<file path="src/rtl/tpu_pkg.sv">
package tpu_pkg;

    // --------------------------------------------------
    // Datapath widths
    // --------------------------------------------------
    localparam int DATA_W = 8;
    localparam int ACC_W  = 32;
    localparam int IDX_W  = 16;
    localparam int DIM_W  = 16;

    // --------------------------------------------------
    // Controller states
    // --------------------------------------------------
    typedef enum logic [1:0] {
        ST_IDLE  = 2'b00,
        ST_CALC  = 2'b01,
        ST_WRITE = 2'b10,
        ST_FLUSH = 2'b11
    } tpu_state_t;

endpackage
</file>
<file path="src/rtl/tpu_top.sv">
`timescale 1ns/10ps

module tpu_top #(
    parameter int ARRAY_DIM = 4
) (
    input  logic                                 clk,
    input  logic                                 rst_n,

    // Job control
    input  logic                                 in_valid,
    input  logic [tpu_pkg::DIM_W-1:0]            k_len,
    input  logic [tpu_pkg::DIM_W-1:0]            m_len,
    input  logic [tpu_pkg::DIM_W-1:0]            n_len,
    output logic                                 busy,

    // A memory, one column of A per word
    output logic [tpu_pkg::IDX_W-1:0]            a_index,
    input  logic [ARRAY_DIM*tpu_pkg::DATA_W-1:0] a_data,

    // B memory, one row of B per word
    output logic [tpu_pkg::IDX_W-1:0]            b_index,
    input  logic [ARRAY_DIM*tpu_pkg::DATA_W-1:0] b_data,

    // C memory, one row of C per word
    output logic                                 c_wr_en,
    output logic [tpu_pkg::IDX_W-1:0]            c_index,
    output logic [ARRAY_DIM*tpu_pkg::ACC_W-1:0]  c_data
);

    logic [tpu_pkg::IDX_W-1:0]            mem_index;
    logic                                 feed_en;
    logic [tpu_pkg::DIM_W-1:0]            m_lanes;
    logic [tpu_pkg::DIM_W-1:0]            n_lanes;
    logic                                 clear;
    logic [tpu_pkg::IDX_W-1:0]            row_sel;
    logic [ARRAY_DIM*tpu_pkg::DATA_W-1:0] west_edge;
    logic [ARRAY_DIM*tpu_pkg::DATA_W-1:0] north_edge;
    logic [ARRAY_DIM*tpu_pkg::ACC_W-1:0]  row_data;

    // --------------------------------------------------
    // Controller
    // --------------------------------------------------
    tpu_ctrl #(
        .ARRAY_DIM (ARRAY_DIM)
    ) u_ctrl (
        .clk       (clk),
        .rst_n     (rst_n),
        .in_valid  (in_valid),
        .k_len     (k_len),
        .m_len     (m_len),
        .n_len     (n_len),
        .busy      (busy),
        .mem_index (mem_index),
        .feed_en   (feed_en),
        .m_lanes   (m_lanes),
        .n_lanes   (n_lanes),
        .clear     (clear),
        .c_wr_en   (c_wr_en),
        .c_index   (c_index),
        .row_sel   (row_sel)
    );

    // Both operand streams step with the same k
    assign a_index = mem_index;
    assign b_index = mem_index;

    // --------------------------------------------------
    // Operand skew, A on the west edge, B on the north
    // --------------------------------------------------
    skew_feeder #(
        .ARRAY_DIM (ARRAY_DIM)
    ) u_feed_a (
        .clk        (clk),
        .rst_n      (rst_n),
        .feed_en    (feed_en),
        .lane_count (m_lanes),
        .mem_word   (a_data),
        .edge_out   (west_edge)
    );

    skew_feeder #(
        .ARRAY_DIM (ARRAY_DIM)
    ) u_feed_b (
        .clk        (clk),
        .rst_n      (rst_n),
        .feed_en    (feed_en),
        .lane_count (n_lanes),
        .mem_word   (b_data),
        .edge_out   (north_edge)
    );

    // --------------------------------------------------
    // Systolic array
    // --------------------------------------------------
    pe_array #(
        .ARRAY_DIM (ARRAY_DIM)
    ) u_array (
        .clk        (clk),
        .rst_n      (rst_n),
        .clear      (clear),
        .west_edge  (west_edge),
        .north_edge (north_edge),
        .row_sel    (row_sel),
        .row_data   (row_data)
    );

    assign c_data = row_data;

endmodule

</file>
<file path="src/rtl/tpu_ctrl.sv">
`timescale 1ns/10ps

module tpu_ctrl #(
    parameter int ARRAY_DIM = 4
) (
    input  logic                      clk,
    input  logic                      rst_n,
    input  logic                      in_valid,
    input  logic [tpu_pkg::DIM_W-1:0] k_len,
    input  logic [tpu_pkg::DIM_W-1:0] m_len,
    input  logic [tpu_pkg::DIM_W-1:0] n_len,
    output logic                      busy,
    output logic [tpu_pkg::IDX_W-1:0] mem_index,
    output logic                      feed_en,
    output logic [tpu_pkg::DIM_W-1:0] m_lanes,
    output logic [tpu_pkg::DIM_W-1:0] n_lanes,
    output logic                      clear,
    output logic                      c_wr_en,
    output logic [tpu_pkg::IDX_W-1:0] c_index,
    output logic [tpu_pkg::IDX_W-1:0] row_sel
);

    // Drain covers the skew on both edges plus the last accumulate
    localparam int DRAIN_W = $clog2(2 * ARRAY_DIM);
    localparam logic [DRAIN_W-1:0] DRAIN_LAST = DRAIN_W'(2 * ARRAY_DIM - 2);

    tpu_pkg::tpu_state_t state, state_next;

    logic [tpu_pkg::DIM_W-1:0] k_q;
    logic [tpu_pkg::DIM_W-1:0] m_q;
    logic [tpu_pkg::DIM_W-1:0] n_q;
    logic [tpu_pkg::IDX_W-1:0] k_cnt;
    logic [DRAIN_W-1:0]        drain_cnt;
    logic [tpu_pkg::IDX_W-1:0] row_cnt;
    logic                      start;
    logic                      drain_done;
    logic                      rows_done;

    assign start      = (state == tpu_pkg::ST_IDLE) && in_valid;
    assign feed_en    = (state == tpu_pkg::ST_CALC) && (k_cnt < k_q);
    assign drain_done = (state == tpu_pkg::ST_CALC) && !feed_en && (drain_cnt == DRAIN_LAST);
    assign rows_done  = (row_cnt == m_q - 1'b1);

    // --------------------------------------------------
    // Job parameters
    // --------------------------------------------------
    always_ff @(posedge clk or negedge rst_n) begin
        if (!rst_n) begin
            k_q <= '0;
            m_q <= '0;
            n_q <= '0;
        end else if (start) begin
            k_q <= k_len;
            m_q <= m_len;
            n_q <= n_len;
        end
    end

    // --------------------------------------------------
    // Counters
    // --------------------------------------------------
    always_ff @(posedge clk or negedge rst_n) begin
        if (!rst_n) begin
            k_cnt     <= '0;
            drain_cnt <= '0;
            row_cnt   <= '0;
        end else if (start) begin
            k_cnt     <= '0;
            drain_cnt <= '0;
            row_cnt   <= '0;
        end else begin
            if (feed_en) begin
                k_cnt <= k_cnt + 1'b1;
            end
            // Zeros flow in while the last wavefront crosses the grid
            if (state == tpu_pkg::ST_CALC && !feed_en) begin
                drain_cnt <= drain_cnt + 1'b1;
            end
            if (state == tpu_pkg::ST_WRITE) begin
                row_cnt <= row_cnt + 1'b1;
            end
        end
    end

    // --------------------------------------------------
    // FSM
    // --------------------------------------------------
    always_ff @(posedge clk or negedge rst_n) begin
        if (!rst_n) begin
            state <= tpu_pkg::ST_IDLE;
        end else begin
            state <= state_next;
        end
    end

    always_comb begin
        state_next = state;
        case (state)
            tpu_pkg::ST_IDLE:  if (start) state_next = tpu_pkg::ST_CALC;
            tpu_pkg::ST_CALC:  if (drain_done) state_next = tpu_pkg::ST_WRITE;
            tpu_pkg::ST_WRITE: if (rows_done) state_next = tpu_pkg::ST_FLUSH;
            default:           state_next = tpu_pkg::ST_IDLE;
        endcase
    end

    // Outputs
    assign busy      = (state != tpu_pkg::ST_IDLE);
    assign mem_index = k_cnt;
    assign m_lanes   = m_q;
    assign n_lanes   = n_q;
    assign clear     = (state == tpu_pkg::ST_FLUSH);
    assign c_wr_en   = (state == tpu_pkg::ST_WRITE);
    assign c_index   = row_cnt;
    assign row_sel   = row_cnt;

endmodule

</file>
<file path="src/rtl/skew_feeder.sv">
`timescale 1ns/10ps

module skew_feeder #(
    parameter int ARRAY_DIM = 4
) (
    input  logic                                 clk,
    input  logic                                 rst_n,
    input  logic                                 feed_en,
    input  logic [tpu_pkg::DIM_W-1:0]            lane_count,
    input  logic [ARRAY_DIM*tpu_pkg::DATA_W-1:0] mem_word,
    output logic [ARRAY_DIM*tpu_pkg::DATA_W-1:0] edge_out
);

    // Lane i sits at the same byte position in mem_word and edge_out,
    // lane 0 in the top byte
    for (genvar i = 0; i < ARRAY_DIM; i++) begin : g_lane
        localparam int LSB = (ARRAY_DIM - 1 - i) * tpu_pkg::DATA_W;

        logic                       lane_on;
        logic [tpu_pkg::DATA_W-1:0] lane_word;
        // Staircase: lane i has i+1 stages
        logic [tpu_pkg::DATA_W-1:0] pipe [0:i];

        // Lanes past M (or N) and idle cycles carry zeros
        assign lane_on   = feed_en && (int'(lane_count) > i);
        assign lane_word = lane_on ? mem_word[LSB +: tpu_pkg::DATA_W] : '0;

        always_ff @(posedge clk or negedge rst_n) begin
            if (!rst_n) begin
                for (int s = 0; s <= i; s++) begin
                    pipe[s] <= '0;
                end
            end else begin
                pipe[0] <= lane_word;
                for (int s = 1; s <= i; s++) begin
                    pipe[s] <= pipe[s-1];
                end
            end
        end

        assign edge_out[LSB +: tpu_pkg::DATA_W] = pipe[i];
    end

endmodule

</file>
<file path="src/rtl/pe_array.sv">
`timescale 1ns/10ps

module pe_array #(
    parameter int ARRAY_DIM = 4
) (
    input  logic                                 clk,
    input  logic                                 rst_n,
    input  logic                                 clear,
    input  logic [ARRAY_DIM*tpu_pkg::DATA_W-1:0] west_edge,
    input  logic [ARRAY_DIM*tpu_pkg::DATA_W-1:0] north_edge,
    input  logic [tpu_pkg::IDX_W-1:0]            row_sel,
    output logic [ARRAY_DIM*tpu_pkg::ACC_W-1:0]  row_data
);

    // h_link[r][c] enters cell (r,c) from the west, v_link[r][c] from the north.
    // The extra column/row holds the outputs of the east and south border cells.
    logic [tpu_pkg::DATA_W-1:0] h_link   [ARRAY_DIM][ARRAY_DIM+1];
    logic [tpu_pkg::DATA_W-1:0] v_link   [ARRAY_DIM+1][ARRAY_DIM];
    logic [tpu_pkg::ACC_W-1:0]  acc_grid [ARRAY_DIM][ARRAY_DIM];

    // --------------------------------------------------
    // Edge inputs, lane 0 in the top byte
    // --------------------------------------------------
    for (genvar l = 0; l < ARRAY_DIM; l++) begin : g_edge
        assign h_link[l][0] = west_edge[(ARRAY_DIM-1-l)*tpu_pkg::DATA_W +: tpu_pkg::DATA_W];
        assign v_link[0][l] = north_edge[(ARRAY_DIM-1-l)*tpu_pkg::DATA_W +: tpu_pkg::DATA_W];
    end

    // --------------------------------------------------
    // Cell grid
    // --------------------------------------------------
    for (genvar r = 0; r < ARRAY_DIM; r++) begin : g_row
        for (genvar c = 0; c < ARRAY_DIM; c++) begin : g_col
            pe u_pe (
                .clk       (clk),
                .rst_n     (rst_n),
                .clear     (clear),
                .north_in  (v_link[r][c]),
                .west_in   (h_link[r][c]),
                .south_out (v_link[r+1][c]),
                .east_out  (h_link[r][c+1]),
                .acc       (acc_grid[r][c])
            );
        end
    end

    // --------------------------------------------------
    // Output row select, column 0 on top
    // --------------------------------------------------
    always_comb begin
        row_data = '0;
        for (int r = 0; r < ARRAY_DIM; r++) begin
            if (int'(row_sel) == r) begin
                for (int c = 0; c < ARRAY_DIM; c++) begin
                    row_data[(ARRAY_DIM-1-c)*tpu_pkg::ACC_W +: tpu_pkg::ACC_W] = acc_grid[r][c];
                end
            end
        end
    end

endmodule

</file>
<file path="src/rtl/pe.sv">
`timescale 1ns/10ps

module pe (
    input  logic                       clk,
    input  logic                       rst_n,
    input  logic                       clear,
    input  logic [tpu_pkg::DATA_W-1:0] north_in,
    input  logic [tpu_pkg::DATA_W-1:0] west_in,
    output logic [tpu_pkg::DATA_W-1:0] south_out,
    output logic [tpu_pkg::DATA_W-1:0] east_out,
    output logic [tpu_pkg::ACC_W-1:0]  acc
);

    localparam int PAD_W = tpu_pkg::ACC_W - tpu_pkg::DATA_W;

    logic [tpu_pkg::ACC_W-1:0] product;

    // Unsigned 8x8 product, widened to the accumulator
    assign product = {{PAD_W{1'b0}}, north_in} * {{PAD_W{1'b0}}, west_in};

    always_ff @(posedge clk or negedge rst_n) begin
        if (!rst_n) begin
            acc <= '0;
        end else if (clear) begin
            acc <= '0;
        end else begin
            acc <= acc + product;
        end
    end

    // Operands move one hop per cycle
    always_ff @(posedge clk or negedge rst_n) begin
        if (!rst_n) begin
            south_out <= '0;
            east_out  <= '0;
        end else begin
            south_out <= north_in;
            east_out  <= west_in;
        end
    end

endmodule

</file>
<file path="config.mk">
export PLATFORM = sky130hd
export DESIGN_NAME = tpu_top
export DESIGN_NICKNAME = d
export VERILOG_FILES = /design/src/rtl/tpu_pkg.sv /design/src/rtl/tpu_top.sv /design/src/rtl/tpu_ctrl.sv /design/src/rtl/skew_feeder.sv /design/src/rtl/pe_array.sv /design/src/rtl/pe.sv
export SDC_FILE = /design/constraint.sdc
export NUM_CORES = 2
export LEC_CHECK = 0
export BUFFER_PORTS_ARGS = -buffer_cell sky130_fd_sc_hd__buf_2
export CAP_MARGIN = 20
export CORE_ASPECT_RATIO = 1.25
export CORE_UTILIZATION = 64
export DETAILED_ROUTE_END_ITERATION = 12
export PLACE_DENSITY = 0.89
export SLEW_MARGIN = 20
export SYNTH_ARGS = -nofsm -noshare
export SYNTH_HDL_FRONTEND = slang
export SYNTH_SLANG_ARGS = --single-unit
</file>
<file path="constraint.sdc">
create_clock -name clk -period 6.9 [get_ports clk]
set_input_delay 1.38 -clock clk [delete_from_list [all_inputs] [get_ports clk]]
set_output_delay 1.38 -clock clk [all_outputs]
set_load 0.05 [all_outputs]
</file>
* Word-level counts from Yosys, hierarchy flattened
Cells that the tools add are included.
** Operators by class
- $add $sub $neg :: 20
- $mul :: 16
- Divide/modulo/power cells :: 0
- Order comparisons :: 9
- Equality and inequality tests :: 11
- Shift-type cells :: 0
- Muxes and demuxes :: 38
- Bitwise operators :: 0
- Reduce and logical (&&, ||, !) cells :: 20
** Operators by type and width (count)
- adder 32 x 16 -> 32 bit :: 16
- two-way mux 128 bit :: 4
- two-way mux 32 bit :: 16
- multiplier 8 x 8 -> 16 bit :: 16
- greater-than comparator 16 x 1 -> 1 bit (second input constant) :: 4
- greater-than comparator 16 x 2 -> 1 bit (second input constant) :: 4
- two-way mux 16 bit :: 4
- two-way mux 8 bit :: 8
- adder 16 x 1 -> 16 bit (second input constant) :: 2
- == test 16 x 3 -> 1 bit (second input constant) :: 2
- == test 16 bit :: 1
- == test 16 x 2 -> 1 bit (second input constant) :: 1
- zero test 16 bit :: 1
- < comparator 16 bit :: 1
- subtractor 16 x 1 -> 16 bit (second input constant) :: 1
- logical AND 1 bit :: 12
- nonzero test 2 bit :: 4
- two-way mux 2 bit :: 3
- two-way mux 3 bit :: 2
- != test 2 x 1 -> 1 bit (second input constant) :: 3
- case mux 2 bit (3 select lines) :: 1
- == test 2 bit (second input constant) :: 2
- adder 3 x 1 -> 3 bit (second input constant) :: 1
- == test 3 bit (second input constant) :: 1
- 4 further kinds :: 4
** Storage, ports and cells
- Register bits after elaboration :: 949
- Latch bits :: 0
- RAM bits :: 0
- Bits in read-only memories :: 0
- Logic and storage cells :: 181
- Memories :: 0

* Longest topological paths before layout
- Depth in word-level cells :: 7
- Depth in mapped cells :: 21
- Mapped depth without buffers :: 19

* By module
A second synthesis with hierarchy kept.
** Second synthesis, totals
- Cell total of the unflattened synthesis :: 8838
- Area, all modules :: 86683.1 um2
** Modules (own cells, without submodules)
- pe (u_array.g_row[0].g_col[0].u_pe ...) :: times used 8, cells each 479, area each 4538.1 um2, seq. area each 1201.2 um2
- pe (u_array.g_row[2].g_col[2].u_pe ...) :: times used 4, cells each 495, area each 4588.2 um2, seq. area each 1201.2 um2
- skew_feeder :: times used 2, cells each 150, area each 2529.9 um2, seq. area each 2001.9 um2
- tpu_ctrl :: times used 1, cells each 485, area each 4783.3 um2, seq. area each 2127.0 um2
- pe (u_array.g_row[2].g_col[1].u_pe) :: times used 1, cells each 500, area each 4630.7 um2, seq. area each 1201.2 um2
- pe (u_array.g_row[3].g_col[3].u_pe) :: times used 1, cells each 480, area each 4528.1 um2, seq. area each 1201.2 um2
- pe (u_array.g_row[3].g_col[2].u_pe) :: times used 1, cells each 476, area each 4483.0 um2, seq. area each 1201.2 um2
- pe (u_array.g_row[0].g_col[2].u_pe) :: times used 1, cells each 466, area each 4406.7 um2, seq. area each 1201.2 um2
- pe_array :: times used 1, cells each 303, area each 4013.8 um2, seq. area each 0.0 um2
- tpu_top :: times used 1, cells each 16, area each 120.1 um2, seq. area each 0.0 um2

* Worst setup path before layout
Ideal clock, no wire load.
- Path type :: reg2reg
- From :: reg u_array.g_row[1].g_col[0].u_pe.east_out[0] in the netlist's numbering
- To :: reg u_array.g_row[1].g_col[1].u_pe.acc[21] in the netlist's numbering
- Arrival time :: 4.653 ns
- Setup slack :: 2.122 ns
- Stages on the path, launching flop included :: 19
- Path buffers :: 1
- Period minus slack after synthesis :: 4.778 ns
- Cells stage by stage :: dfrtp_1 clkbuf_1 nand2_1 fa_1 inv_1 fa_1 fa_1 inv_1 fa_1 inv_1 ha_1 o21a_1 o31a_1 nor3_1 o31ai_1 a31oi_1 o2111ai_2 nand4_1 mux2_2
** On the way
- Cells in the longest elaborated chain, start to end :: 3
** Ends and longest elaborated chain
- start: declaration :: line pe.sv:10 : output logic [tpu_pkg::DATA_W-1:0] east_out,
- start signal: assignment :: line pe.sv:38 : east_out <= west_in;
- multiplier 8 x 8 -> 16 bit :: line pe.sv:19 : assign product = {{PAD_W{1'b0}}, north_in} * {{PAD_W{1'b0}}, west_in};
- adder 32 x 16 -> 32 bit :: line pe.sv:27 : acc <= acc + product;
- two-way mux 32 bit :: line pe.sv:24 : end else if (clear) begin
- end signal: assignment :: line pe.sv:27
- end: declaration :: line pe.sv:11 : output logic [tpu_pkg::ACC_W-1:0] acc
No other way between the ends.
A chain may end at the register's enable or synchronous reset.

* Final worst setup path
- From :: reg u_ctrl.row_cnt (netlist bit u_ctrl.c_index[9])
- To :: out c_data[1] in the netlist's numbering
** On the way
- Cells in the longest elaborated chain, start to end :: 5
- Elaborated cells on any way between the ends :: 8
** Ends and longest elaborated chain
- start: declaration :: line tpu_ctrl.sv:34 : logic [tpu_pkg::IDX_W-1:0] row_cnt;
- start signal: assignment :: line tpu_ctrl.sv:80 : row_cnt <= row_cnt + 1'b1;
- zero test 16 bit :: line pe_array.sv:53 : if (int'(row_sel) == r) begin
- two-way mux 128 bit (3 in series) :: line pe_array.sv:53
- two-way mux 128 bit * :: line pe_array.sv:53
- end: declaration :: line tpu_top.sv:27 : output logic [ARRAY_DIM*tpu_pkg::ACC_W-1:0] c_data
Every way passes the cells marked *; elsewhere a longest branch is shown, timed or not.

==> impl_metrics.toml <==
[outcome]
status = "finished clean"

[worst_setup_path]
max_stage_delay_ns = 0.46
critPathRequiredTime_ns = 5.52
crit_fanout = 96
cp-start-kind = "flip-flop"
path_class = "reg -> out"
path_cells = "nor4_1, nand4_1, nor3b_2, buf_12, buf_4, a22oi_1, nor2_1, a21oi_1, o21ai_0, buf_2"
critical_path_arrival_ns = 4.61
slowest_stage = "dfrtp_1"
cp-end-kind = "output port"

[sta]
slew_headroom_pct = 18.12
min_period_ns = 5.990
setup_tns_ns = 0
finalSetupViolCount = 0
fmax_mhz = 167.0
worst_pin_slew_ns = 1.215
fin_crit_sh_pct = 86.81
hold_viol = 0
rsz0062_at_grt = "false"
slew_viol_final = 0
skew_ns = 0.06071
fin_ws_ns = 0.9104

[clocking]
cts.htree.levels = 3
cts_root_buf = "clkbuf_16"
cts_buffer_depth = 3
clkSlewWorstSetupHoldPaths_ns = 0.07
cts_hold_buffers = 0
cts_resized = 0
numCtsBuffers = 100
clkLatencyLatePin_ns = 0.77
post-cts-setup-buffer-count = 0
cts_sinks = 949
cts_tree = "done"

[flow_run]
maxCapViolations = 0

[power_and_ir_drop]
p_leak_nw = 45.79
peakVddDrop_uv = 499.2
p_per_area_nw_per_um2 = 296.2
finalPower_mw = 25.54

[synthesis]
syn_avg_cell_area_um2 = 9.284
ys_seq_area_share_pct = 29.81
syn_inst = 8580
async_flop_share_pct = 100.0
synth_ff_type = "dfrtp_1"
synth_most_common_cell = "inv_1"
synth_top_family_by_area = "adder cells"
yosysWarningCount = 0
synthMuxAreaShare_pct = 0.6173
ys_ff_latch = 949
synth_cell_type_count = 89
yosysTopAreaCell = "dfrtp_1"
synth_simple_gate_area_share_pct = 16.92
synth_top_area_share_pct = 29.81
synthesis.nets = 10180
synth_common_cells = "inv_1, dfrtp_1, nand2_1, fa_1, ha_1"
synth_edf_count = 0
ys_top_cells_by_area = "dfrtp_1, fa_1, ha_1"
synthXorXnorAreaFrac_pct = 3.474
synthAdderAreaFrac_pct = 30.88
synth_area_um2 = 79660
synth_compound_area_share_pct = 9.399

[routing]
avgRoutedWirePerCell_um = 19.64
vias = 61680
drt-total-wl_mm = 205.5
ant_nets = 0
drt_iter0_drc = 4860
viasPerCell = 5.897
drcViolationCount = 0
drtPass1Iterations = 6

[global_routing]
grt_max_degree = 173
antenna_found_initial = 6
grt_pass1_vias = 66060
grt_pass1_wl_mm = 336.8
grt_overflow = 0
track_usage_pct = 33.63

[die]
io_pins = 293
core_um2 = 123400
die_x_um = 317.6
die-area_um2 = 125900
die_y_um = 396.4
start_util_pct = 64.54
rows = 144

[finish]
ff_latch_area_um2 = 23750
fin_nets = 10370
area_delta_synth_final_pct = 8.246
layout-drive-gt1-share_pct = 6.576
postLayoutCoreUtil_pct = 69.87
multi_input_area_um2 = 48890
fill_cells = 8611

[hold_path]
hold_path_class = "reg -> reg"

[place]
gp_congestion = 0.9708
pre_cts_ws_ns = 1.419
io_buffers = 292
dp_hpwl_mm = 156.2
==> where the power goes <==
group	switching (mW)	total [mW]	internal, mW
combinational	7.02	10.6	3.62
clock	2.45	6.01	3.56
sequential	2.03	8.88	6.85
total	11.5	25.5	14.0
==> state kept, by name, indices dropped and copies added (netlist names) <==
name	count
u_ctrl.state	2
u_feed_a.edge_out	24
u_ctrl.k_q	16
u_feed_b.g_lane.pipe	56
u_ctrl.mem_index	16
u_ctrl.drain_cnt	3
u_array.g_row.g_col.u_pe.east_out	96
u_feed_b.edge_out	24
u_array.g_row.g_col.u_pe.acc	512
u_ctrl.c_index	16
u_array.g_row.g_col.u_pe.south_out	96
u_ctrl.m_lanes	16
u_ctrl.n_lanes	16
u_feed_a.g_lane.pipe	56
==> metrics by stage <==
stage | instances | hold WS [ns] | instance area [um2]
6_report | 10460 | 0.3352 | 86230
5_1_grt | 10460 | 0.3492 | 86230
4_1_cts | 10460 | 0.3409 | 86180
3_5_place_dp | 10270 | 0.3347 | 82570
3_3_place_gp | 10270 | 0.3314 | 82560
2_1_floorplan | 8580 | 0.3312 | 79660
==> placed cells by master (no fill, tap or decap), drive strengths merged, types with 41 or more instances in the layout <==
cell type,synthesis,routed
buf,59,321
xor2,160,160
ha,686,686
xnor2,156,156
nor2,598,598
a22oi,129,129
a21oi,343,343
inv,1625,1628
clkbuf,175,133
and2,626,626
and3,88,88
nor3,110,110
fa,800,800
o21ai,328,328
or3,84,84
nand2,821,821
a211oi,48,48
dfrtp,949,949
nor2b,132,132
mux2,41,41
nand3,94,94
a21o,78,78
nand4,50,50
o21a,44,44
==> routing by layer <==
metal / vias to the layer above / GRT usage, % / routed length, um
li1: 27480 / - / -
met2: 2611 / 57.90 / 102700
met5: - / 0 / 0
met4: 0 / 27.03 / 18960
met3: 942 / 4.994 / 12990
met1: 30640 / 37.34 / 70840
==> final cells by class <==
type	count	share of cell area, %
timing repair buffer	321	2.156
inverter	1625	7.074
tap	1606	2.330
clock inverter	50	0.9577
sequential	949	27.54
clock buffer	133	3.233
antenna	3	0.008706
multi-input combinational	5772	56.70
==> logic make-up (layout without fill, tap and decap cells) <==
| group | after synthesis | count (layout) |
|---|---|---|
| AO/OA/AOI/OAI | 1187 | 1187 |
| XOR/XNOR | 316 | 316 |
| adder cells (fa/ha/maj) | 1486 | 1486 |
| buffers and inverters | 1859 | 2129 |
| flip-flops | 949 | 949 |
| multiplexers | 44 | 44 |
| other | 0 | 3 |
| AND/OR/NAND/NOR | 2739 | 2739 |
==> path summary, 6_finish.rpt <==
| path | from | end | slack [ns] | cells past startpoint |
|---|---|---|---|---|
| worst max-delay path | u_ctrl.c_index[9] | c_data[1] | 0.91 | 10 |
| worst min-delay path | u_feed_b.g_lane[1].pipe[8] | u_feed_b.edge_out[16] | 0.34 | 0 |
| worst max register to register | u_array.g_row[2].g_col[2].u_pe.east_out[0] | u_array.g_row[2].g_col[3].u_pe.acc[19] | 1.32 | 16 |
| worst min register to register | u_feed_b.g_lane[1].pipe[8] | u_feed_b.edge_out[16] | 0.34 | 0 |
| max in group asynchronous | rst_n | u_feed_a.g_lane[3].pipe[28] | 4.59 | 2 |
| min in group asynchronous | rst_n | u_feed_b.g_lane[3].pipe[15] | 0.71 | 1 |
==> critical path, delay by kind of cell, from the launching register on <==
kind	cells	cell delay [ns]
flops	1	0.46
compound gates	3	0.73
simple gates	4	1.32
buf+inv	3	1.22
(Power assumes the default switching activity.)
